### config.mk
export PLATFORM = sky130hd
export DESIGN_NAME = track_formatter_flat
export DESIGN_NICKNAME = d
export VERILOG_FILES = /design/src/source/fdd_pkg.sv /design/src/source/fdd_buf_if.sv /design/src/source/fdd_byte_if.sv /design/src/source/crc16_ccitt.sv /design/src/source/track_formatter.sv /design/src/flat_wrapper.sv
export SDC_FILE = /design/constraint.sdc
export NUM_CORES = 1
export LEC_CHECK = 0
export BUFFER_PORTS_ARGS = -buffer_cell sky130_fd_sc_hd__buf_2
export CORE_ASPECT_RATIO = 0.9
export CORE_MARGIN = 2
export CORE_UTILIZATION = 40
export DETAILED_ROUTE_END_ITERATION = 12
export PLACE_DENSITY = 0.53
export SETUP_SLACK_MARGIN = 0.5
export SKIP_CTS_REPAIR_TIMING = 1
export SYNTH_ARGS = -nofsm -noshare
export SYNTH_HDL_FRONTEND = slang
export SYNTH_SLANG_ARGS = --single-unit
### constraint.sdc
create_clock -name clk -period 6.7 [get_ports clk]
set_clock_uncertainty 0.15 [all_clocks]
set_input_delay 0.67 -clock clk [delete_from_list [all_inputs] [get_ports clk]]
set_output_delay 0.67 -clock clk [all_outputs]
set_load 0.01 [all_outputs]
### src/source/fdd_pkg.sv
package fdd_pkg;

    // formatter field.
    typedef enum logic [1:0] {
        HEADER,
        SECTORS,
        GAPS,
        IDLE
    } track_field_t;

    // ####################
    // track layout, in bytes
    localparam int HEADER_LEN        = 146;
    localparam int SECTOR_LEN        = 658;
    localparam int GAP_LEN           = 182;
    localparam int SECTORS_PER_TRACK = 9;
    localparam int SECTOR_BYTES      = 512;
    localparam int DATA_START        = 60;   // first data byte in a sector.
    localparam int ID_CRC_POS        = 20;
    localparam int DATA_CRC_POS      = 572;

    // mark and fill bytes.
    localparam logic [7:0] FILL_BYTE = 8'h4E;
    localparam logic [7:0] IAM_SYNC  = 8'hC2;
    localparam logic [7:0] IAM_MARK  = 8'hFC;
    localparam logic [7:0] AM_SYNC   = 8'hA1;
    localparam logic [7:0] IDAM_MARK = 8'hFE;
    localparam logic [7:0] DAM_MARK  = 8'hFB;
    localparam logic [7:0] SIZE_CODE = 8'h02;   // 512 byte sectors.

    // ####################
    // wishbone register map
    localparam int          BUF_LIMIT = 4608;
    localparam logic [13:0] REG_TRACK = 14'h2000;
    localparam logic [13:0] REG_CTRL  = 14'h2001;

    localparam logic [15:0] CRC_INIT = 16'hFFFF;
    localparam logic [15:0] CRC_POLY = 16'h1021;

endpackage

### src/source/fdd_buf_if.sv
`timescale 1ns/1ps

interface fdd_buf_if;

    logic [12:0] buf_addr;   // sector * 512 + offset.
    logic  [7:0] buf_q;      // one cycle behind buf_addr.

    // control register values.
    logic  [6:0] track;
    logic        side;
    logic        ready;

    modport buffer (
        input  buf_addr,
        output buf_q, track, side, ready
    );

    modport formatter (
        output buf_addr,
        input  buf_q, track, side, ready
    );

endinterface

### src/source/fdd_byte_if.sv
`timescale 1ns/1ps

interface fdd_byte_if;

    logic       take;        // encoder consumes current byte.
    logic [7:0] byte_data;
    logic       is_sync;     // sync byte, missing clock bit.
    logic       index;

    modport formatter (
        input  take,
        output byte_data,
        output is_sync,
        output index
    );

    modport encoder (
        output take,
        input  byte_data,
        input  is_sync,
        input  index
    );

endinterface

### src/source/crc16_ccitt.sv
`timescale 1ns/1ps

module crc16_ccitt
    import fdd_pkg::*;
(
    input  logic        clk,
    input  logic        reset,
    input  logic        clear,
    input  logic        feed,
    input  logic  [7:0] data_in,
    output logic [15:0] crc
);

    // one byte, msb first.
    function automatic logic [15:0] crc_fold(input logic [15:0] c, input logic [7:0] d);
        logic [15:0] r;
        r = c;
        for (int i = 7; i >= 0; i--) begin
            if (r[15] ^ d[i]) begin
                r = {r[14:0], 1'b0} ^ CRC_POLY;
            end else begin
                r = {r[14:0], 1'b0};
            end
        end
        return r;
    endfunction

    always_ff @(posedge clk or posedge reset) begin
        if (reset) begin
            crc <= CRC_INIT;
        end else if (clear) begin
            crc <= crc_fold(CRC_INIT, data_in);   // first A1 counts.
        end else if (feed) begin
            crc <= crc_fold(crc, data_in);
        end
    end

endmodule

### src/source/track_formatter.sv
`timescale 1ns/1ps

module track_formatter
    import fdd_pkg::*;
(
    input  logic          clk,
    input  logic          reset,
    fdd_buf_if.formatter  buf_bus,
    fdd_byte_if.formatter bytes
);

    track_field_t field;
    logic  [12:0] track_position;
    logic   [3:0] sector;
    logic   [6:0] track_s;
    logic         side_s;
    logic         take_d;

    logic   [7:0] next_byte;
    logic         next_sync;
    logic         next_index;
    logic  [12:0] data_offset;
    logic         crc_clear;
    logic         crc_feed;
    logic  [15:0] crc;

    // ####################
    // layout walk
    always_ff @(posedge clk or posedge reset) begin
        if (reset) begin
            field          <= IDLE;
            track_position <= '0;
            sector         <= '0;
            track_s        <= '0;
            side_s         <= 1'b0;
        end else if (bytes.take) begin
            track_s        <= buf_bus.track;
            side_s         <= buf_bus.side;
            track_position <= track_position + 13'd1;
            if (!buf_bus.ready) begin
                field          <= IDLE;
                track_position <= '0;
            end else begin
                case (field)
                    IDLE: begin
                        field          <= HEADER;
                        track_position <= '0;
                    end
                    HEADER: begin
                        if (track_position == HEADER_LEN - 1) begin
                            field          <= SECTORS;
                            track_position <= '0;
                            sector         <= '0;
                        end
                    end
                    SECTORS: begin
                        if (track_position == SECTOR_LEN - 1) begin
                            track_position <= '0;
                            if (sector == SECTORS_PER_TRACK - 1) begin
                                field <= GAPS;
                            end else begin
                                sector <= sector + 4'd1;
                            end
                        end
                    end
                    GAPS: begin
                        if (track_position == GAP_LEN - 1) begin
                            field          <= HEADER;
                            track_position <= '0;
                        end
                    end
                endcase
            end
        end
    end

    // ram is read one byte ahead, so buf_q is ready when the byte is built.
    assign data_offset      = track_position - 13'(DATA_START - 1);
    assign buf_bus.buf_addr = (field == SECTORS && track_position >= DATA_START - 1
                               && track_position < DATA_CRC_POS - 1)
                              ? 13'(sector) * 13'(SECTOR_BYTES) + data_offset : '0;

    // ####################
    // byte table
    always_comb begin
        next_byte  = FILL_BYTE;
        next_sync  = 1'b0;
        next_index = 1'b0;
        case (field)
            HEADER: begin
                next_index = track_position >= 80 && track_position < 96;
                if (track_position >= 80 && track_position < 92) begin
                    next_byte = 8'h00;
                end else if (track_position >= 92 && track_position < 95) begin
                    next_byte = IAM_SYNC;
                    next_sync = 1'b1;
                end else if (track_position == 95) begin
                    next_byte = IAM_MARK;
                end
            end
            SECTORS: begin
                if (track_position < 12) begin
                    next_byte = 8'h00;
                end else if (track_position < 15) begin
                    next_byte = AM_SYNC;
                    next_sync = 1'b1;
                end else if (track_position < 16) begin
                    next_byte = IDAM_MARK;
                end else if (track_position < 17) begin
                    next_byte = {1'b1, track_s};
                end else if (track_position < 18) begin
                    next_byte = {7'd0, side_s};
                end else if (track_position < 19) begin
                    next_byte = {4'd0, sector};
                end else if (track_position < ID_CRC_POS) begin
                    next_byte = SIZE_CODE;
                end else if (track_position == ID_CRC_POS) begin
                    next_byte = crc[15:8];
                end else if (track_position == ID_CRC_POS + 1) begin
                    next_byte = crc[7:0];
                end else if (track_position < 44) begin
                    next_byte = FILL_BYTE;
                end else if (track_position < 56) begin
                    next_byte = 8'h00;
                end else if (track_position < 59) begin
                    next_byte = AM_SYNC;
                    next_sync = 1'b1;
                end else if (track_position < DATA_START) begin
                    next_byte = DAM_MARK;
                end else if (track_position < DATA_CRC_POS) begin
                    next_byte = buf_bus.buf_q;
                end else if (track_position == DATA_CRC_POS) begin
                    next_byte = crc[15:8];
                end else if (track_position == DATA_CRC_POS + 1) begin
                    next_byte = crc[7:0];
                end
            end
            default: ;   // gap and idle are fill.
        endcase
    end

    always_ff @(posedge clk or posedge reset) begin
        if (reset) begin
            take_d          <= 1'b0;
            bytes.byte_data <= FILL_BYTE;
            bytes.is_sync   <= 1'b0;
            bytes.index     <= 1'b0;
        end else begin
            take_d <= bytes.take;
            if (take_d) begin
                bytes.byte_data <= next_byte;
                bytes.is_sync   <= next_sync;
                bytes.index     <= next_index;
            end
        end
    end

    // crc runs over the taken bytes, from the first A1 to the last field byte.
    assign crc_clear = bytes.take && field == SECTORS
                       && (track_position == 12 || track_position == 56);
    assign crc_feed  = bytes.take && field == SECTORS
                       && ((track_position > 12 && track_position < ID_CRC_POS)
                           || (track_position > 56 && track_position < DATA_CRC_POS));

    crc16_ccitt crc_i (
        .clk     (clk),
        .reset   (reset),
        .clear   (crc_clear),
        .feed    (crc_feed),
        .data_in (bytes.byte_data),
        .crc     (crc)
    );

endmodule

### src/flat_wrapper.sv
// flat-port wrapper written by rule: the top's interface ports become plain ports
module track_formatter_flat import fdd_pkg::*;
  (clk, reset, buf_bus_buf_addr, buf_bus_buf_q, buf_bus_track, buf_bus_side, buf_bus_ready, bytes_take, bytes_byte_data, bytes_is_sync, bytes_index);
  fdd_buf_if buf_bus_i ();
  fdd_byte_if bytes_i ();
  input  logic clk;
  input  logic reset;
  output wire logic [$bits(buf_bus_i.buf_addr)-1:0] buf_bus_buf_addr;
  input wire logic [$bits(buf_bus_i.buf_q)-1:0] buf_bus_buf_q;
  input wire logic [$bits(buf_bus_i.track)-1:0] buf_bus_track;
  input wire logic [$bits(buf_bus_i.side)-1:0] buf_bus_side;
  input wire logic [$bits(buf_bus_i.ready)-1:0] buf_bus_ready;
  input wire logic [$bits(bytes_i.take)-1:0] bytes_take;
  output wire logic [$bits(bytes_i.byte_data)-1:0] bytes_byte_data;
  output wire logic [$bits(bytes_i.is_sync)-1:0] bytes_is_sync;
  output wire logic [$bits(bytes_i.index)-1:0] bytes_index;
  assign buf_bus_buf_addr = buf_bus_i.buf_addr;
  assign buf_bus_i.buf_q = buf_bus_buf_q;
  assign buf_bus_i.track = buf_bus_track;
  assign buf_bus_i.side = buf_bus_side;
  assign buf_bus_i.ready = buf_bus_ready;
  assign bytes_i.take = bytes_take;
  assign bytes_byte_data = bytes_i.byte_data;
  assign bytes_is_sync = bytes_i.is_sync;
  assign bytes_index = bytes_i.index;
  track_formatter u_core (.clk(clk), .reset(reset), .buf_bus(buf_bus_i), .bytes(bytes_i));
endmodule
After elaboration in Yosys (flattened, before gate mapping). Cells that the tools add are included.

$lt $le $gt $ge: 21. Bitwise gates (word level): 30. Muxes and demuxes: 91. Equality and inequality tests: 21. Add/subtract/negate cells: 4. Reduce and logical (&&, ||, !) cells: 17.

Operators by type and width (count): $mux W16 (23); $mux W13 (21); $mux W8 (19); $lt A13 B5 Y1 const B (5); $lt A13 B6 Y1 const B (4); $pmux W13 S4 (1); $not A3 Y3 (15); $eq A13 B10 Y1 const B (3); $lt A13 B7 Y1 const B (3); $eq A13 B5 Y1 const B (2); $eq A13 B8 Y1 const B (2); $ge A13 B7 Y1 const B (2); $lt A13 B10 Y1 const B (2); $lt A13 B4 Y1 const B (2); $pmux W8 S2 (1); $mux W1 (15); $xor A1 B1 Y1 (15); $add A13 B1 Y13 const B (1); $add A13 B13 Y13 (1); $eq A13 B4 Y1 const B (1); $eq A13 B6 Y1 const B (1); $eq A13 B7 Y1 const B (1); $ge A13 B6 Y1 const B (1); $gt A13 B4 Y1 const B (1); other kinds (20) (42).

Output and inout port bits: 23. Bits in registers: 54.

Longest topological paths before layout.
Depth after elaboration: 34. Mapped depth: 11. Mapped depth without buffers: 10.

Hierarchy. Synthesis repeated with hierarchy kept, for this count alone.

Cells, all modules: 619. Area, all modules: 4968.5 um^2.

Modules (own cells, without submodules): track_formatter (area each 3763.6 um^2, instances 1, cells an instance 481); crc16_ccitt (area each 1204.9 um^2, instances 1, cells an instance 138).

Worst setup path after synthesis. No wires, ideal clock.

Kind: reg-to-output. Start point: reg u_core.track_position[7]. End point: out buf_bus_buf_addr[11]. Setup slack: 3373 ps. Stages on the path, launching flop included: 10. Path buffers: 1. Arrival time: 2507 ps. Cell sequence: dfrtp_1 -> inv_1 -> ha_1 -> nand3b_1 -> or2_2 -> o211ai_1 -> a41oi_1 -> a2111o_1 -> clkbuf_1 -> nor2_1.

Longest elaborated chain between the ends: 4. Elaborated cells between the ends (all ways): 7. Those cells by class: 2 x add/sub; 2 x order compare; 1 x mux; 2 x reduce/logical.

RTL lines: start, declared (line track_formatter.sv:13) `logic [12:0] track_position;`; start signal, assigned (line track_formatter.sv:39) `track_position <= track_position + 13'd1;`; parallel branches: the longest is 3 deep, another holds $sub A13 B6 Y13; $mux W13 * (line track_formatter.sv:81) `? 13'(sector) * 13'(SECTOR_BYTES) + data_offset : '0;`; end, declared (line flat_wrapper.sv:8) `output wire logic [$bits(buf_bus_i.buf_addr)-1:0] buf_bus_buf_addr;`.

Every way passes the cells marked *.

Final worst setup path.
Start point: reg u_core.track_position[8]. End point: out buf_bus_buf_addr[9].

Same word-level chain as after synthesis.

==> impl_results.md <==
- Number of max-cap violations: 0
- CP cell instances: inv_1 -> ha_1 -> nand3b_1 -> or2_2 -> o211ai_1 -> a41oi_1 -> a2111o_1 -> a311oi_1 -> buf_2
- Clk pwr share: 22.7%
- GRT overflow: 0
- Cell count after synthesis: 604
- I/O pin cnt: 43
- Global-route wire length before repair: 24.69 mm
- Fin. Hold Viols: 0
- Leak: ~2.1 nW
- Pin count of the biggest net entering global routing: 55
- Crit path DAT: 3.75 ns
- Max Slew Vio Count: 0
- Most common cell after layout, fill and taps aside: nor2_1
- Layout cell share with drive strength beyond 1: 15.59%
- Syn nets: roughly 650
- Port Buffer Count: 42
- Num rows: 37
- Worst-margin pin slew: about 1.1 ns
- Htree depth: 2
- Most frequent cells in the layout: nor2_1, nand2_1, o21ai_0
- Hold Path Class: reg2reg
- Mapped cell area: 4811 sq um
- Avg Cell Area, Syn: between 7 and 8 sq um
- Worst-path clk slew: 0.08 ns
- # setup viols final: 0
- Overall Global Routing Usage: 24.61%
- R2R Setup Slk: approximately 3.1 ns
- Cells after DPL: 770
- Routed Wire Length: 15.61 mm
- Post-DP HPWL: 11.84 mm
- Psw: 0.0004630 W
- Crit path kind: reg2out
- PD cells: ~220 nW/um^2
- CP peak stage delay: 0.65 ns
- Nets: 665
- Die X: ~120 microns
- Startpoint types: flip-flop
- Drt via density: 6.004
- Initial DRT Pass Iterations: 5
- Int Pwr: 0.0007042 W
- Max VDD drop: about 0.17 mV
- Starting DRT DRC Count: 432
- TNS Setup: 0 ns
- Status: finished clean
- Vias in the first global route: approximately 4.3k
- Wire per inst: ~20 microns
- Clock buffer depth: 2
- Area growth syn-to-layout: 8.843%
- EDFF count, synth: 0
- FILL cells: 1,200
- Die area: 12,920 sq um
- DRC Markers: 0
- CP Capture Type: primary output
- Fmax: 219.0 MHz
- Sequential-to-total area share from yosys stat: 28.66%
- Slew Limit Headroom: roughly 28%
- CTS tree: built
- Post-synthesis cell type count: 71
- Post-route insts no fill: 778
- Initial antenna violation count: 0
- Crit share post-route: between 60% and 70%
- Combinational share of power: 36.0%
- Core footprint: 11,570 sq um
- Clock Sink Count: 54
- Sw Share: 39.67%
- Overall power: 0.001167 W
- Initial core utilization: between 40% and 50%
- Gp weighted congestion: between 0.9 and 1
- Post-synthesis register bit count: 54
- Worst EP required: 5.88 ns
- CTS root buffer: clkbuf_16
- Die Span Y: between 100 and 150 microns
- Synth async-reset ratio: 100.0%
- YS warnings: 0
- Slowest cell on crit path: a2111o_1
- CP Max Fanout: 13
- Min cycle time layout: 4.565 ns
- Num CTS Buffers: 5
- Antenna diode count: 0
- Routed Antenna Nets: 0
- Sequential Power Share: 41.3%
- Later-pin clock latency in the skew report: 0.30 ns
- RSZ-0062 raised after global routing: false
- Leading register cell type out of synthesis: dfrtp_1
- Vias: 4,671
==> registers in the layout, indices dropped and copies added (netlist names) <==
signal,count
u_core.track_position,13
u_core.side_s,1
u_core.field,2
u_core.take_d,1
u_core.track_s,7
u_core.bytes.is_sync,1
u_core.sector,4
u_core.bytes.byte_data,8
u_core.bytes.index,1
u_core.crc_i.crc,16
==> final timing paths <==
check / start / end / cells past startpoint
max in group asynchronous: reset / u_core.track_s[2] / 3
worst max-delay path: u_core.track_position[8] / buf_bus_buf_addr[9] / 9
min in group asynchronous: reset / u_core.bytes.index / 3
worst max register to register: u_core.track_position[9] / u_core.bytes.byte_data[4] / 6
worst min-delay path: u_core.crc_i.crc[1] / u_core.crc_i.crc[1] / 2
worst min register to register: u_core.crc_i.crc[1] / u_core.crc_i.crc[1] / 2
==> layer usage <==
layer	up-vias	GRT usage [%]	part of all wire, %
met2	153	34.37	40
met1	2270	39.17	52
met5	-	0	0
li1	2236	-	-
met3	12	4.641	6.8
met4	0	4.034	0.80
==> cell type report <==
| type | instances | area, sq um | share of cell area (%) |
|---|---|---|---|
| Timing Repair Buffer | 45 | 232.7 | 4.444 |
| Clock buffer | 6 | 128.9 | 2.461 |
| Inverter | 36 | 135.1 | 2.581 |
| Tap cell | 156 | 195.2 | 3.728 |
| Clock inverter | 2 | 13.76 | 0.2628 |
| Sequential cell | 54 | 1379 | 26.33 |
| Multi-Input combinational cell | 479 | 3152 | 60.19 |
==> critical path: cells and delay by family, from the launching register on <==
kind,cells,cell delay (ns)
AO/OA/AOI/OAI,4,1.53
adder cells (fa/ha/maj),1,0.40
buffers and inverters,2,0.34
flip-flops,1,0.47
AND/OR/NAND/NOR,2,0.70
==> cell usage after synthesis, types with 6 or more instances <==
cell	number	share of area, %
xor2_1	11	2.0
or2_2	8	1.0
o21ai_0	52	5.4
clkbuf_1	27	2.1
o31ai_1	7	1.1
nor2_1	57	4.4
xnor2_1	38	6.9
a211oi_1	7	1.1
ha_1	24	6.2
o211ai_1	11	1.7
mux2i_1	11	2.3
a21oi_1	25	2.6
nor3_1	21	2.2
o2bb2ai_1	6	1.1
inv_1	34	2.7
nand4_1	11	1.4
mux2_2	7	1.6
a31oi_1	9	1.2
dfstp_2	22	12
dfrtp_1	32	17
nand3_1	22	2.3
nand2_1	53	4.1
o22ai_1	8	1.0
==> metrics by stage <==
| step | cell area [sq um] | hold slack (ns) | utilization [%] | worst slack, ns |
|---|---|---|---|---|
| after floorplan | 4811 | 0.3190 | - | 3.373 |
| after global placement | 5094 | 0.3341 | 44.01 | 2.714 |
| after detailed placement | 5094 | 0.3325 | 44.01 | 2.522 |
| after CTS | 5236 | 0.3572 | 45.24 | 2.202 |
| after global routing | 5236 | 0.3833 | 45.24 | 1.876 |
| final | 5236 | 0.3598 | 45.24 | 2.135 |
==> power by group through the flow <==
| stage | Sequential, W | Combinational (W) | Clock, W |
|---|---|---|---|
| detailed placement | 0.000487 | 0.000413 | 0 |
| global route | 0.000491 | 0.000466 | 0.000286 |
| CTS | 0.000481 | 0.000416 | 0.000273 |
| floorplan | 0.000437 | 0.000338 | 0 |
| global placement | 0.000487 | 0.000407 | 0 |
| finish | 0.000482 | 0.000420 | 0.000265 |
==> logic make-up after synthesis <==
kind of cell / Yosys count / share of synthesized area [%]
mux: 18 / 3.927
flops: 54 / 28.66
buf+inv: 71 / 5.826
xor+xnor: 49 / 8.921
simple gates: 218 / 22.86
compound gates: 170 / 23.56
fa+ha+maj: 24 / 6.242
Note: power is estimated with default switching activity, not from simulation.
