==> config.mk <==
export PLATFORM = sky130hd
export DESIGN_NAME = mfm_encoder_flat
export DESIGN_NICKNAME = d
export VERILOG_FILES = /design/src/source/fdd_pkg.sv /design/src/source/fdd_byte_if.sv /design/src/source/mfm_encoder.sv /design/src/flat_wrapper.sv
export SDC_FILE = /design/constraint.sdc
export NUM_CORES = 1
export LEC_CHECK = 0
export ABC_AREA = 0
export BUFFER_PORTS_ARGS = -buffer_cell sky130_fd_sc_hd__buf_2
export CAP_MARGIN = 20
export CORE_MARGIN = 3
export CORE_UTILIZATION = 25
export CTS_CLUSTER_SIZE = 25
export DETAILED_ROUTE_END_ITERATION = 10
export GPL_TIMING_DRIVEN = 1
export PLACE_DENSITY_LB_ADDON = 0.15
export SLEW_MARGIN = 10
export SYNTH_ARGS = -nofsm -noshare
export SYNTH_HDL_FRONTEND = slang
export SYNTH_SLANG_ARGS = --single-unit
==> constraint.sdc <==
create_clock -name clk -period 3.2 [get_ports clk]
set_input_delay 0.32 -clock clk [delete_from_list [all_inputs] [get_ports clk]]
set_output_delay 0.32 -clock clk [all_outputs]
set_load 0.03 [all_outputs]
==> src/source/fdd_pkg.sv <==
package fdd_pkg;

    // formatter field.
    typedef enum logic [1:0] {
        HEADER,
        SECTORS,
        GAPS,
        IDLE
    } track_field_t;

    // ####################
    // track layout, in bytes
    localparam int HEADER_LEN        = 146;
    localparam int SECTOR_LEN        = 658;
    localparam int GAP_LEN           = 182;
    localparam int SECTORS_PER_TRACK = 9;
    localparam int SECTOR_BYTES      = 512;
    localparam int DATA_START        = 60;   // first data byte in a sector.
    localparam int ID_CRC_POS        = 20;
    localparam int DATA_CRC_POS      = 572;

    // mark and fill bytes.
    localparam logic [7:0] FILL_BYTE = 8'h4E;
    localparam logic [7:0] IAM_SYNC  = 8'hC2;
    localparam logic [7:0] IAM_MARK  = 8'hFC;
    localparam logic [7:0] AM_SYNC   = 8'hA1;
    localparam logic [7:0] IDAM_MARK = 8'hFE;
    localparam logic [7:0] DAM_MARK  = 8'hFB;
    localparam logic [7:0] SIZE_CODE = 8'h02;   // 512 byte sectors.

    // ####################
    // wishbone register map
    localparam int          BUF_LIMIT = 4608;
    localparam logic [13:0] REG_TRACK = 14'h2000;
    localparam logic [13:0] REG_CTRL  = 14'h2001;

    localparam logic [15:0] CRC_INIT = 16'hFFFF;
    localparam logic [15:0] CRC_POLY = 16'h1021;

endpackage

==> src/source/fdd_byte_if.sv <==
`timescale 1ns/1ps

interface fdd_byte_if;

    logic       take;        // encoder consumes current byte.
    logic [7:0] byte_data;
    logic       is_sync;     // sync byte, missing clock bit.
    logic       index;

    modport formatter (
        input  take,
        output byte_data,
        output is_sync,
        output index
    );

    modport encoder (
        output take,
        input  byte_data,
        input  is_sync,
        input  index
    );

endinterface

==> src/source/mfm_encoder.sv <==
`timescale 1ns/1ps

module mfm_encoder
    import fdd_pkg::*;
#(
    parameter int cell_cycles = 2
)
(
    input  logic        clk,
    input  logic        reset,
    fdd_byte_if.encoder bytes,
    output logic        rd_data,
    output logic        index_n
);

    localparam int CNT_W = (cell_cycles > 1) ? $clog2(cell_cycles) : 1;

    logic [CNT_W-1:0] cell_cnt;
    logic             cell_tick;
    logic       [3:0] cell_idx;
    logic      [15:0] shift_reg;   // clock and data cells, first cell at msb.
    logic             last_bit;
    logic             cur_index;

    function automatic logic [15:0] mfm_word(input logic [7:0] d, input logic sync,
                                             input logic prev);
        logic [15:0] w;
        logic        p;
        p = prev;
        for (int i = 7; i >= 0; i--) begin
            w[2*i+1] = ~(p | d[i]);
            w[2*i]   = d[i];
            p        = d[i];
        end
        // missing clock. C2 between bits 4 and 3, A1 between bits 3 and 2.
        if (sync) begin
            if (d == IAM_SYNC) begin
                w[7] = 1'b0;
            end else begin
                w[5] = 1'b0;
            end
        end
        return w;
    endfunction

    assign cell_tick  = cell_cnt == CNT_W'(cell_cycles - 1);
    assign bytes.take = cell_tick && cell_idx == 4'd15;

    always_ff @(posedge clk or posedge reset) begin
        if (reset) begin
            cell_cnt <= '0;
        end else if (cell_tick) begin
            cell_cnt <= '0;
        end else begin
            cell_cnt <= cell_cnt + 1'b1;
        end
    end

    // ####################
    // cell shifter
    always_ff @(posedge clk or posedge reset) begin
        if (reset) begin
            cell_idx  <= '0;
            shift_reg <= mfm_word(FILL_BYTE, 1'b0, 1'b0);
            last_bit  <= FILL_BYTE[0];
            cur_index <= 1'b0;
            rd_data   <= 1'b0;
            index_n   <= 1'b1;
        end else if (cell_tick) begin
            rd_data  <= shift_reg[15];
            cell_idx <= cell_idx + 4'd1;   // wraps after 16 cells.
            if (cell_idx == 4'd0) begin
                index_n <= ~cur_index;   // aligned with first cell.
            end
            if (bytes.take) begin
                shift_reg <= mfm_word(bytes.byte_data, bytes.is_sync, last_bit);
                last_bit  <= bytes.byte_data[0];
                cur_index <= bytes.index;
            end else begin
                shift_reg <= {shift_reg[14:0], 1'b0};
            end
        end
    end

endmodule

==> src/flat_wrapper.sv <==
// flat-port wrapper written by rule: the top's interface ports become plain ports
module mfm_encoder_flat import fdd_pkg::*;
#(
    parameter int cell_cycles = 2
)
  (clk, reset, rd_data, index_n, bytes_take, bytes_byte_data, bytes_is_sync, bytes_index);
  fdd_byte_if bytes_i ();
  input  logic clk;
  input  logic reset;
  output logic rd_data;
  output logic index_n;
  output wire logic [$bits(bytes_i.take)-1:0] bytes_take;
  input wire logic [$bits(bytes_i.byte_data)-1:0] bytes_byte_data;
  input wire logic [$bits(bytes_i.is_sync)-1:0] bytes_is_sync;
  input wire logic [$bits(bytes_i.index)-1:0] bytes_index;
  assign bytes_take = bytes_i.take;
  assign bytes_i.byte_data = bytes_byte_data;
  assign bytes_i.is_sync = bytes_is_sync;
  assign bytes_i.index = bytes_index;
  mfm_encoder #(.cell_cycles(cell_cycles)) u_core (.clk(clk), .reset(reset), .bytes(bytes_i), .rd_data(rd_data), .index_n(index_n));
endmodule
* Yosys cells after proc, flatten, opt, wreduce, memory -nomap -nowiden
Index checks and enable logic that the tools add are counted.
** Operators by class
- Add/sub/neg operators :: 2
- Equality and inequality tests :: 2
- Mux-type cells :: 6
- Bitwise logic cells :: 17
- Reduce and logical (&&, ||, !) cells :: 4
** Operators by type and width (count)
- $mux 16 :: 1
- $not 1->1 :: 9
- $eq 8x8->1 const B :: 1
- $or 1x1->1 :: 8
- $mux 1 :: 5
- $add 4x1->4 const B :: 1
- $eq 4x4->1 const B :: 1
- $logic_not 4->1 :: 1
- $reduce_and 2->1 :: 2
- $add 1x1->1 const B :: 1
- $logic_and 1x1->1 :: 1
** Storage, ports and cells
- Flip-flop bits (word level) :: 25
- Input bits :: 12
- Logic and storage cells :: 38

* Logic depth before layout (Yosys ltp)
Gate-level depths: netlist of run 1.
- Word-level depth :: 5
- Depth in mapped cells :: 6
- Gate-level depth less buffers :: 5

* Least setup slack after synthesis of run 1
No wires, ideal clock.
- Path kind :: register to register
- From :: register u_core.cell_idx[0]
- To :: register u_core.shift_reg[0]
- Library setup time :: 0.130 ns
- Data arrival time :: 1.484 ns
- Required time :: 3.070 ns
- Slack :: 1.586 ns
- Stages on the path, launching flop included :: 7
- Path buffers :: 1
- Period minus slack after synthesis :: 1.614 ns
- Cell sequence :: dfrtp_1 ha_1 nand4_2 buf_6 clkinv_1 nand2_1 o21ai_0
** On the way
- Cells in the longest elaborated chain, start to end :: 3
** RTL lines
- start: declaration :: line mfm_encoder.sv:20 : logic [3:0] cell_idx;
- start signal: assignment :: line mfm_encoder.sv:71 : cell_idx <= cell_idx + 4'd1;
- $eq 4x4->1 :: line mfm_encoder.sv:47 : assign bytes.take = cell_tick && cell_idx == 4'd15;
- $logic_and 1x1->1 :: line mfm_encoder.sv:47
- named net bytes_take :: line flat_wrapper.sv:12 : output wire logic [$bits(bytes_i.take)-1:0] bytes_take;
- $mux 16 :: line mfm_encoder.sv:75 : if (bytes.take) begin
- end signal: assignment :: line mfm_encoder.sv:64 : shift_reg <= mfm_word(FILL_BYTE, 1'b0, 1'b0);
- end signal: assignment :: line mfm_encoder.sv:76 : shift_reg <= mfm_word(bytes.byte_data, bytes.is_sync, last_bit);
- end signal: assignment :: line mfm_encoder.sv:80 : shift_reg <= {shift_reg[14:0], 1'b0};
- end: declaration :: line mfm_encoder.sv:21 : logic [15:0] shift_reg;
The timed path passes the listed nets, and every way through them passes these cells.
A chain may end at the register's enable or synchronous reset.

* Final worst setup path of run 1
- From :: register u_core.cell_cnt
- To :: output bytes_take
** On the way
- Cells in the longest elaborated chain, start to end :: 1
** RTL lines
- start: declaration :: line mfm_encoder.sv:18 : logic [CNT_W-1:0] cell_cnt;
- start signal: assignment :: line mfm_encoder.sv:55 : cell_cnt <= cell_cnt + 1'b1;
- $logic_and 1x1->1 :: line mfm_encoder.sv:47
- end: declaration :: line flat_wrapper.sv:12
No other way between the ends.

==> summary.md, run 1 <==
| Metric | Value |
|---|---|
| # setup viols final | 0 |
| Root buf cell | clkbuf_8 |
| M3 GR Usage | 3.69% |
| CTS buffer count | 3 |
| Synth warnings | 0 |
| DRT iter0 DRCs | 29 |
| # diodes | 0 |
| Worst reg2reg path endpoint | u_core.shift_reg[11] |
| DRT antenna net count | 0 |
| Netlist cell types | 26 |
| Buf/Inv on CP | 3 |
| Largest net degree at the start of global routing | 40 |
| Post-Syn Area | 0.00115 mm2 |
| Share of post-route cells with drive strength above 1 | 21.5% |
| Most frequent cell after synthesis | nand2_1 |
| Crit. End Element | primary output |
| GRT overflow | 0 |
| Synth top area cells | dfrtp_1 39%, dfstp_2 16%, nand2_1 9.5% |
| Worst path max stage delay | 0.49 ns |
| Global-route wire length before repair | 4070 um |
| CP Max Fanout | 39 |
| DRT Wirelength | 2360 um |
| I/O Buffers | 14 |
| WS Path Type | reg2out |
| Sequential share of the synthesized area | 55.1% |
| Max clock buf depth | 2 |
| R2R Path Start | u_core.cell_cnt |
| Primary FF master, synth | dfrtp_1 |
| CTS tree | built |
| Cell Rows | 24 |
| Resized Gates After CTS | 0 |
| Ports | 15 |
| Initial Util | 26.1% |
| CP max-delay cell | nand4_2 |
| Total negative slack | 0 ns |
| Max Cap Violations | 0 |
| RSZ-0062 raised after global routing | no |
| Worst path arrival time | 2.05 ns |
| Global routing's busiest layer | met2 |
| Clock sink count | 25 |
| GRT met2 Usage | 15.8% |
| WP data required | 2.88 ns |
| DRC violations left | 0 |
| Slew Viols, Final | 0 |
| Post-layout util | 30.2% |
| Post-synthesis cell count | 121 |
| Die height | 73.9 um |
| Final Hold Fails | 0 |
| Clk Latency, worst-skew pair | 0.27 ns |
| Die width | 73.9 um |
| # hold bufs at CTS | 0 |
| Post-Syn Nets | 135 |
| Area Overhead vs Synth | 15.9% |
| Post-synth top cells | 29 x nand2_1, 18 x dfrtp_1, 15 x a31oi_1, 14 x nor2_1 |
| DR vias | 880 |
| CP Cell Sequence | buf_4, nand4_2, clkinv_1, buf_2 |
| FF-to-FF setup slack | 1.28 ns |
| Yosys top cell by area | dfrtp_1 |
| Ys async rst share | 100% |
| Hold Crit Class | in2async |
| Post-synth EDFFs | 0 |
| Max IR drop VDD | 0.000197 V |
| Post-CTS Setup Bufs | 0 |
| Yosys top cell area share | 39.1% |
| Post-route clock period utilization | 74.2% |
| Gp weighted congestion | 0.733 |
| Grt met1 use | 12.0% |
| Global Route Usage Sum | 9.62% |
| Fmax | 421 MHz |
| Min Clock Period, post-route | 2.37 ns |
| Flops & latches, synth | 25 |
| Clock-pin transition on the worst setup and hold timing paths | 0.09 ns |
| Vias/cell | 4.71 |
| Die ar. | 0.00545 mm2 |
| Vias in the first global route | 890 |
| Slew @ Worst Pin | 0.535 ns |
| PwrDens | 411 mW/mm2 |
| LEAKAGE | 0.591 nW |
| CORE AREA | 0.00441 mm2 |
| Max reg flops | 16 |
| Iteration count of the initial detailed-routing pass | 4 |
| Run status | completed |
| H-Tree Depth | 1 |
| Worst Clk Skew | 0.00436 ns |
| Syn Area/Cell | 9.51 um2 |
| CP top delay family | buffers and inverters |
| Worst-case reg-to-reg path depth | 4 |
| Avg WL per Cell | 12.6 um |
| Antenna violations before repair | 0 |
| Slew headroom | 64.3% |
| CP Launch Type | flop |
| Number of nets in the layout | 150 |
==> area by class of cell <==
type	count	area, um2
repair buffers	16	105
clock buffers	3	41.3
flip-flops and latches	25	634
inverters	6	22.5
multi-input cells	84	460
clock inverters	1	5.00
fillers	477	3080
well taps	52	65.1
==> power breakdown <==
part,internal (mW),switching (mW)
registers,0.325,0.00380
logic,0.0142,0.0195
clock network,0.0870,0.0982
total,0.427,0.122
==> worst reg2reg max path: cells and delay by family (launching register included) <==
| kind | cells | cell delay, ns |
|---|---|---|
| AO/OA/AOI/OAI | 1 | 0.18 |
| flip-flops | 1 | 0.33 |
| AND/OR/NAND/NOR | 2 | 1.00 |
| buffers and inverters | 1 | 0.33 |
==> stage by stage <==
| step | hold WS (ns) | cell area (um2) | setup slack (ns) | std cells | total power, mW |
|---|---|---|---|---|---|
| after CTS | 0.251 | 1310 | 0.772 | 186 | 0.559 |
| after global routing | 0.0123 | 1330 | 0.579 | 187 | 0.577 |
| after global placement | 0.431 | 1260 | 1.16 | 182 | 0.366 |
| after floorplan | 0.342 | 1150 | 1.59 | 121 | 0.349 |
| after detailed placement | 0.442 | 1260 | 1.08 | 182 | 0.366 |
| final | 0.00177 | 1330 | 0.825 | 187 | 0.548 |
==> placed cells by master (no fill, tap or decap), types with 2 or more instances in the layout <==
cell      instances
or3_1             7
buf_2            14
dfrtp_1          18
nor2_1           14
o21ai_0           3
a31oi_1          15
ha_1              2
clkbuf_8          3
dfstp_2           7
xnor2_1           2
inv_1             5
nand2_1          29
==> logic make-up (layout without fill, tap and decap cells) <==
| kind of cell | Yosys count | in the layout | synth area share, % |
|---|---|---|---|
| buf+inv | 12 | 26 | 4.89 |
| flops | 25 | 25 | 55.1 |
| mux | 1 | 1 | 0.978 |
| fa+ha+maj | 2 | 2 | 2.17 |
| xor+xnor | 3 | 3 | 2.28 |
| simple gates | 58 | 58 | 23.5 |
| compound gates | 20 | 20 | 11.1 |
==> worst max path at each step <==
stage                                     end               start  slack, ns  cells past startpoint
final                              bytes_take     u_core.cell_cnt       0.83                      4
after global routing               bytes_take     u_core.cell_cnt       0.58                      4
after CTS                          bytes_take     u_core.cell_cnt       0.77                      4
after detailed placement           bytes_take     u_core.cell_cnt       1.08                      4
after global placement             bytes_take     u_core.cell_cnt       1.16                      4
after floorplan           u_core.shift_reg[0]  u_core.cell_idx[0]       1.59                      6
==> routing by layer <==
| metal | up-vias | wire length, um |
|---|---|---|
| met4 | 0 | 14 |
| met2 | 16 | 1100 |
| met1 | 419 | 1150 |
| li1 | 443 | - |
| met5 | - | 0 |
| met3 | 2 | 90 |
Note: power is estimated with default switching activity, not from simulation.
==> run 2: changes to the inputs <==
==> constraint.sdc (replaced) <==
create_clock -name clk -period 2.15 [get_ports clk]
set_input_delay 0.215 -clock clk [delete_from_list [all_inputs] [get_ports clk]]
set_output_delay 0.215 -clock clk [all_outputs]
set_load 0.03 [all_outputs]
==> run 2 against run 1 <==
  * Cell count is 1.6% higher
  * Via count decreased by 0.45%
  * First-iteration DRC count rose by 48%
  * Sequential power is 49% higher
  * Core utilization grew 0.17 points
  * Design area up 0.56%
  * Non-clock buffer count increased by 3
  * Global-route usage grew 0.25 points
  * Largest cell class unchanged
  * Critical path depth did not move
==> summary.md, run 2 (synthesis results as in run 1) <==
| Metric | Value |
|---|---|
| Run status | completed (unchanged) |
| Slew @ Worst Pin | 0.362 ns (was 0.535 ns) |
| DRT antenna net count | 0 (unchanged) |
| Min Clock Period, post-route | 1.88 ns |
| Global Route Usage Sum | 9.87% (was 9.62%) |
| Initial Util | 26.1% (unchanged) |
| Worst-case reg-to-reg path depth | 5 (was 4) |
| Root buf cell | clkbuf_8 (unchanged) |
| H-Tree Depth | 1 (unchanged) |
| DR vias | 876 (was 880) |
| Worst reg2reg path endpoint | u_core.shift_reg[13] (was u_core.shift_reg[11]) |
| CTS buffer count | 3 (unchanged) |
| Slew Viols, Final | 0 (unchanged) |
| GRT overflow | 0 (unchanged) |
| Worst path arrival time | 1.66 ns (was 2.05 ns) |
| CP Max Fanout | 10 (was 39) |
| Hold depth | 3 |
| DP HPWL | 1670 um |
| I/O Buffers | 14 (unchanged) |
| R2R Path Start | u_core.cell_idx[0] (was u_core.cell_cnt) |
| PwrDens | 617 mW/mm2 (was 411 mW/mm2) |
| Avg WL per Cell | 12.6 um (about the same) |
| Antenna violations before repair | 0 (unchanged) |
| CORE AREA | 0.00441 mm2 (unchanged) |
| Die height | 73.9 um (unchanged) |
| CP Launch Type | flop (unchanged) |
| LEAKAGE | 0.592 nW (was 0.591 nW) |
| Cell Rows | 24 (unchanged) |
| WP data required | 1.93 ns (was 2.88 ns) |
| Hold Crit Class | in2reg (was in2async) |
| Clk Latency, worst-skew pair | 0.28 ns (was 0.27 ns) |
| Die ar. | 0.00545 mm2 (unchanged) |
| Hold Path Origin | bytes_index |
| FF-to-FF setup slack | 0.60 ns (was 1.28 ns) |
| Commonest non-fill, non-tap cell in the layout | nand2_1 (unchanged) |
| Most frequent cells in the layout | 29 x nand2_1, 18 x dfrtp_1, 15 x a31oi_1 (unchanged) |
| Slew headroom | 75.8% (was 64.3%) |
| # fillers | 476 (was 477) |
| Max IR drop VDD | 0.000340 V (was 0.000197 V) |
| Finished Cell Area | 0.00134 mm2 (was 0.00133 mm2) |
| Post-DP Area | 0.00128 mm2 (was 0.00126 mm2) |
| Clock-pin transition on the worst setup and hold timing paths | 0.10 ns (was 0.09 ns) |
| Hold WS | 0.117 ns (was 0.00177 ns) |
| Iteration count of the initial detailed-routing pass | 4 (unchanged) |
| Die width | 73.9 um (unchanged) |
| # setup viols final | 0 (unchanged) |
| RSZ-0062 raised after global routing | no (unchanged) |
| Crit. End Element | primary output (unchanged) |
| Tot Pwr | 828 uW (was 548 uW) |
| Max clock buf depth | 2 (unchanged) |
| Vias/cell | 4.61 (was 4.71) |
| # diodes | 0 (unchanged) |
| Largest net degree at the start of global routing | 39 (was 40) |
| Global-route wire length before repair | 4170 um (was 4070 um) |
| Share of post-route cells with drive strength above 1 | 22.5% (was 21.5%) |
| DRT Wirelength | 2400 um (was 2360 um) |
| Area Overhead vs Synth | 16.5% (was 15.9%) |
| Total negative slack | 0 ns (unchanged) |
| Post-route clock period utilization | 87.4% |
| CTS tree | built (unchanged) |
| Max Cap Violations | 0 (unchanged) |
| Fmax | 532 MHz |
| Max reg flops | 16 (unchanged) |
| DRT iter0 DRCs | 43 (was 29) |
| Final Hold Fails | 0 (unchanged) |
| Number of nets in the layout | 153 (was 150) |
| Ports | 15 (unchanged) |
| Clock sink count | 25 (unchanged) |
| Worst hold endpoint | u_core.cur_index |
| WS Path Type | reg2out (unchanged) |
| Worst Clk Skew | 0.0129 ns (was 0.00436 ns) |
| Gp weighted congestion | 0.726 (was 0.733) |
| DRC violations left | 0 (unchanged) |
| Vias in the first global route | 831 (was 890) |
run 2: routing by layer:
metal | track usage, % | vias up | share of wire (%)
met5 | 0 | - | 0
met1 | 14.2 | 414 | 53
met2 | 14.4 | 11 | 43
met4 | 2.41 | 0 | 0.58
met3 | 2.87 | 2 | 3.6
li1 | - | 449 | -
run 2: how the worst max path moves through the flow:
stage,depth (start not counted),startpoint,slack [ns],to
6_report,4,u_core.cell_idx[0],0.27,bytes_take
5_1_grt,4,u_core.cell_idx[0],0.15,bytes_take
4_1_cts,4,u_core.cell_idx[0],0.23,bytes_take
3_5_place_dp,4,u_core.cell_idx[0],0.54,bytes_take
3_3_place_gp,4,u_core.cell_idx[0],0.55,bytes_take
2_1_floorplan,6,u_core.cell_idx[0],0.54,u_core.shift_reg[0]
run 2: final cells by class:
| type | instances | area [um2] | area share, % |
|---|---|---|---|
| sequential | 25 | 634 | 47.3 |
| multi-input combinational | 84 | 460 | 34.3 |
| timing repair buffer | 19 | 110 | 8.21 |
| tap | 52 | 65.1 | 4.85 |
| clock buffer | 3 | 41.3 | 3.08 |
| inverter | 6 | 22.5 | 1.68 |
| clock inverter | 1 | 7.51 | 0.560 |
run 2: critical path, stage by stage, from the launching register on:
cell	delay (ns)
dfrtp_1	0.42
ha_1	0.26
nand4_2	0.13
clkinv_1	0.29
buf_2	0.29
run 2: timing repair:
| item | in CTS | in global routing |
|---|---|---|
| endpoints found under the setup margin | 0 | 0 |
| resized for setup | 0 | 0 |
| hold buffers | 1 | 0 |
| buffers inserted | 0 | 0 |
| endpoints found under the hold margin | 18 | 0 |
run 2: where the power goes:
part / total (mW) / internal [mW] / leakage, nW / switching (mW)
Combinational: 0.0472 / 0.0186 / 0.270 / 0.0286
Sequential: 0.490 / 0.484 / 0.300 / 0.00585
Clock: 0.290 / 0.132 / 0.0217 / 0.159
run 2: metrics by stage:
step / utilization (%) / instances / worst slack (ns)
2_1_floorplan: - / 121 / 0.536
3_3_place_gp: 29.1 / 185 / 0.547
3_5_place_dp: 29.1 / 185 / 0.541
4_1_cts: 30.4 / 190 / 0.231
5_1_grt: 30.4 / 190 / 0.154
6_report: 30.4 / 190 / 0.271
==> run 3: changes to the inputs <==
--- a/config.mk
+++ b/config.mk
@@ -5,14 +5,16 @@
 export SDC_FILE = /design/constraint.sdc
 export NUM_CORES = 1
 export LEC_CHECK = 0
-export ABC_AREA = 0
+export ABC_AREA = 1
 export BUFFER_PORTS_ARGS = -buffer_cell sky130_fd_sc_hd__buf_2
 export CAP_MARGIN = 20
 export CORE_MARGIN = 3
 export CORE_UTILIZATION = 25
+export CTS_BUF_LIST = sky130_fd_sc_hd__clkbuf_8 sky130_fd_sc_hd__clkbuf_16
 export CTS_CLUSTER_SIZE = 25
 export DETAILED_ROUTE_END_ITERATION = 10
 export GPL_TIMING_DRIVEN = 1
+export MAX_ROUTING_LAYER = met4
 export PLACE_DENSITY_LB_ADDON = 0.15
 export SLEW_MARGIN = 10
 export SYNTH_ARGS = -nofsm -noshare
==> run 3 against run 2 <==
  * Global-route usage is 0.15 points higher
  * Sequential power about the same
  * Cell count is 21% higher
  * Design area up 6.6%
  * Highest routed layer unchanged
==> summary.md, run 3 <==
| Metric | Value |
|---|---|
| Min Clock Period, post-route | 1.87 ns (was 1.88 ns) |
| Worst path arrival time | 1.65 ns (was 1.66 ns) |
| # fillers | 503 (was 476) |
| Clock-pin transition on the worst setup and hold timing paths | 0.10 ns (about the same) |
| CP Launch Type | flop (unchanged) |
| Synth warnings | 0 (unchanged) |
| Max reg flops | 16 (unchanged) |
| Iteration count of the initial detailed-routing pass | 4 (unchanged) |
| Clk Latency, worst-skew pair | 0.27 ns (was 0.28 ns) |
| Area Overhead vs Synth | 16.8% (was 16.5%) |
| Root buf cell | clkbuf_8 (unchanged) |
| Worst reg2reg path endpoint | u_core.shift_reg[13] (unchanged) |
| FF-to-FF setup slack | 0.61 ns (was 0.60 ns) |
| Slew headroom | 72.8% (was 75.8%) |
| Die ar. | 0.00578 mm2 (was 0.00545 mm2) |
| Die height | 76.0 um (was 73.9 um) |
| Slew Viols, Final | 0 (unchanged) |
| Post-Syn Nets | 161 (was 135) |
| Global Route Usage Sum | 10.0% (was 9.87%) |
| Hold Crit Class | in2reg (unchanged) |
| DRT Wirelength | 2610 um (was 2400 um) |
| DR vias | 970 (was 876) |
| Post-Route M1 WL | 1300 um (was 1270 um) |
| Ys async rst share | 100% (unchanged) |
| Yosys top cell by area | dfrtp_1 (unchanged) |
| CP startpoint | u_core.cell_idx[0] (unchanged) |
| Crit. End Element | primary output (unchanged) |
| R2R Path Start | u_core.cell_idx[0] (unchanged) |
| Most frequent cells in the layout | 38 x nand2_1, 18 x inv_1, 18 x dfrtp_1 (was 29 x nand2_1, 18 x dfrtp_1, 15 x a31oi_1) |
| # hold bufs at CTS | 1 (unchanged) |
| GRT overflow | 0 (unchanged) |
| Post-synthesis cell count | 147 (was 121) |
| Met3 wire len | 60 um (was 86 um) |
| Max clock buf depth | 2 (unchanged) |
| Post-synth EDFFs | 0 (unchanged) |
| DP HPWL | 1810 um (was 1670 um) |
| Commonest non-fill, non-tap cell in the layout | nand2_1 (unchanged) |
| LEAKAGE | 0.673 nW (was 0.592 nW) |
| Tot Pwr | 831 uW (was 828 uW) |
| Initial Util | 27.0% (was 26.1%) |
| Flops & latches, synth | 25 (unchanged) |
| DRT antenna net count | 0 (unchanged) |
| Worst setup margin | 0.285 ns (was 0.271 ns) |
| Netlist cell types | 21 (was 26) |
| Vias in the first global route | 994 (was 831) |
| Post-route clock period utilization | 86.8% (was 87.4%) |
| WS Path Type | reg2out (unchanged) |
| Pre-CTS WS | 0.567 ns (was 0.541 ns) |
| DRC violations left | 0 (unchanged) |
| CTS tree | built (unchanged) |
| Total negative slack | 0 ns (unchanged) |
| Final Hold Fails | 0 (unchanged) |
| CP Max Fanout | 16 (was 10) |
| Run status | completed (unchanged) |
| Share of post-route cells with drive strength above 1 | 22.0% (was 22.5%) |
| Primary FF master, synth | dfrtp_1 (unchanged) |
| Max IR drop VDD | 0.000175 V (was 0.000340 V) |
| CORE AREA | 0.00453 mm2 (was 0.00441 mm2) |
| Cell Rows | 24 (unchanged) |
| # diodes | 0 (unchanged) |
| Number of nets in the layout | 179 (was 153) |
| Post-Syn Area | 0.00122 mm2 (was 0.00115 mm2) |
| Post-synth top cells | 38 x nand2_1, 18 x dfrtp_1, 18 x inv_1, 15 x a21oi_1, 14 x nor2_1 (was 29 x nand2_1, 18 x dfrtp_1, 15 x a31oi_1, 14 x nor2_1) |
| Yosys top cell area share | 36.8% (was 39.1%) |
| Max Cap Violations | 0 (unchanged) |
| Avg WL per Cell | 11.4 um (was 12.6 um) |
| PwrDens | 581 mW/mm2 (was 617 mW/mm2) |
| Ports | 15 (unchanged) |
| Slew @ Worst Pin | 0.407 ns (was 0.362 ns) |
| Worst Clk Skew | 0.00880 ns (was 0.0129 ns) |
| WP data required | 1.93 ns (about the same) |
| Global-route wire length before repair | 4630 um (was 4170 um) |
| Largest net degree at the start of global routing | 26 (was 39) |
| Gp weighted congestion | 0.717 (was 0.726) |
| DR WL met2 | 1230 um (was 1030 um) |
| Most frequent cell after synthesis | nand2_1 (unchanged) |
| I/O Buffers | 14 (unchanged) |
| H-Tree Depth | 1 (unchanged) |
| Synth top area cells | dfrtp_1 37%, dfstp_2 15%, nand2_1 12% (was dfrtp_1 39%, dfstp_2 16%, nand2_1 9.5%) |
| Vias/cell | 4.24 (was 4.61) |
| Fmax | 536 MHz (was 532 MHz) |
| DRT iter0 DRCs | 34 (was 43) |
| CP endpoint | bytes_take (unchanged) |
| Top layer in use | met4 (unchanged) |
| Syn Area/Cell | 8.33 um2 (was 9.51 um2) |
| CTS buffer count | 3 (unchanged) |
| RSZ-0062 raised after global routing | no (unchanged) |
| Worst-case reg-to-reg path depth | 6 (was 5) |
| Clock sink count | 25 (unchanged) |
| Die width | 76.0 um (was 73.9 um) |
| Post-CTS Setup Bufs | 0 (unchanged) |
| Antenna violations before repair | 0 (unchanged) |
| Sequential share of the synthesized area | 51.8% (was 55.1%) |
| # setup viols final | 0 (unchanged) |
| Resized Gates After CTS | 0 (unchanged) |
==> run 3: cell families after synthesis <==
family                     count (synthesis)  synth area share (%)
AOI/OAI and AO/OA                         31                  13.5
xor gates and xnor gates                   3                  2.15
adders and majority gates                  2                  2.04
buffers and inverters                     24                  8.38
DFF                                       25                  51.8
and+or+nand+nor                           62                  22.2
==> run 3: where the power goes <==
| part | switching [mW] | leakage [nW] | total, mW | internal [mW] |
|---|---|---|---|---|
| clock | 0.158 | 0.0217 | 0.289 | 0.131 |
| sequential | 0.00545 | 0.300 | 0.490 | 0.484 |
| combinational | 0.0323 | 0.351 | 0.0517 | 0.0194 |
| total | 0.196 | 0.673 | 0.831 | 0.635 |
==> run 3: worst max-delay path, cell delays in order, from the launching register on <==
cell and delay (ns):
dfrtp_1 0.42, ha_1 0.22, nand3_2 0.11, nor2_4 0.34
buf_2 0.28
==> run 3: cell type report <==
class | instances | area [um2] | area share, %
Multi-Input combinational cell | 98 | 488 | 34.1
Tap cell | 65 | 81.3 | 5.69
Inverter | 18 | 67.6 | 4.72
Timing Repair Buffer | 19 | 110 | 7.70
Clock buffer | 3 | 41.3 | 2.89
Clock inverter | 1 | 7.51 | 0.525
Sequential cell | 25 | 634 | 44.4
==> run 3: worst min path at each step <==
stage                start                to  cells after the start
2_1_floorplan        reset   u_core.cell_cnt                      1
3_3_place_gp         reset    u_core.rd_data                      3
3_5_place_dp         reset    u_core.rd_data                      3
4_1_cts        bytes_index  u_core.cur_index                      3
5_1_grt        bytes_index  u_core.cur_index                      3
6_report       bytes_index  u_core.cur_index                      3
==> run 3: layer usage <==
layer  vias to the layer above  global-route usage [%]
li1                        497                       -
met1                       459                    13.0
met2                        12                    15.9
met3                         2                    1.18
met4                         0                    4.35
met5                         -                       -
==> run 3: per-stage QoR <==
stage	hold WS, ns	util [%]	instance area [um2]	std cells
detailed placement	0.293	30.2	1370	224
global placement	0.287	30.2	1370	224
finish	0.139	31.5	1430	229
global route	0.155	31.5	1430	229
CTS	0.128	31.5	1430	229
floorplan	0.237	-	1220	147
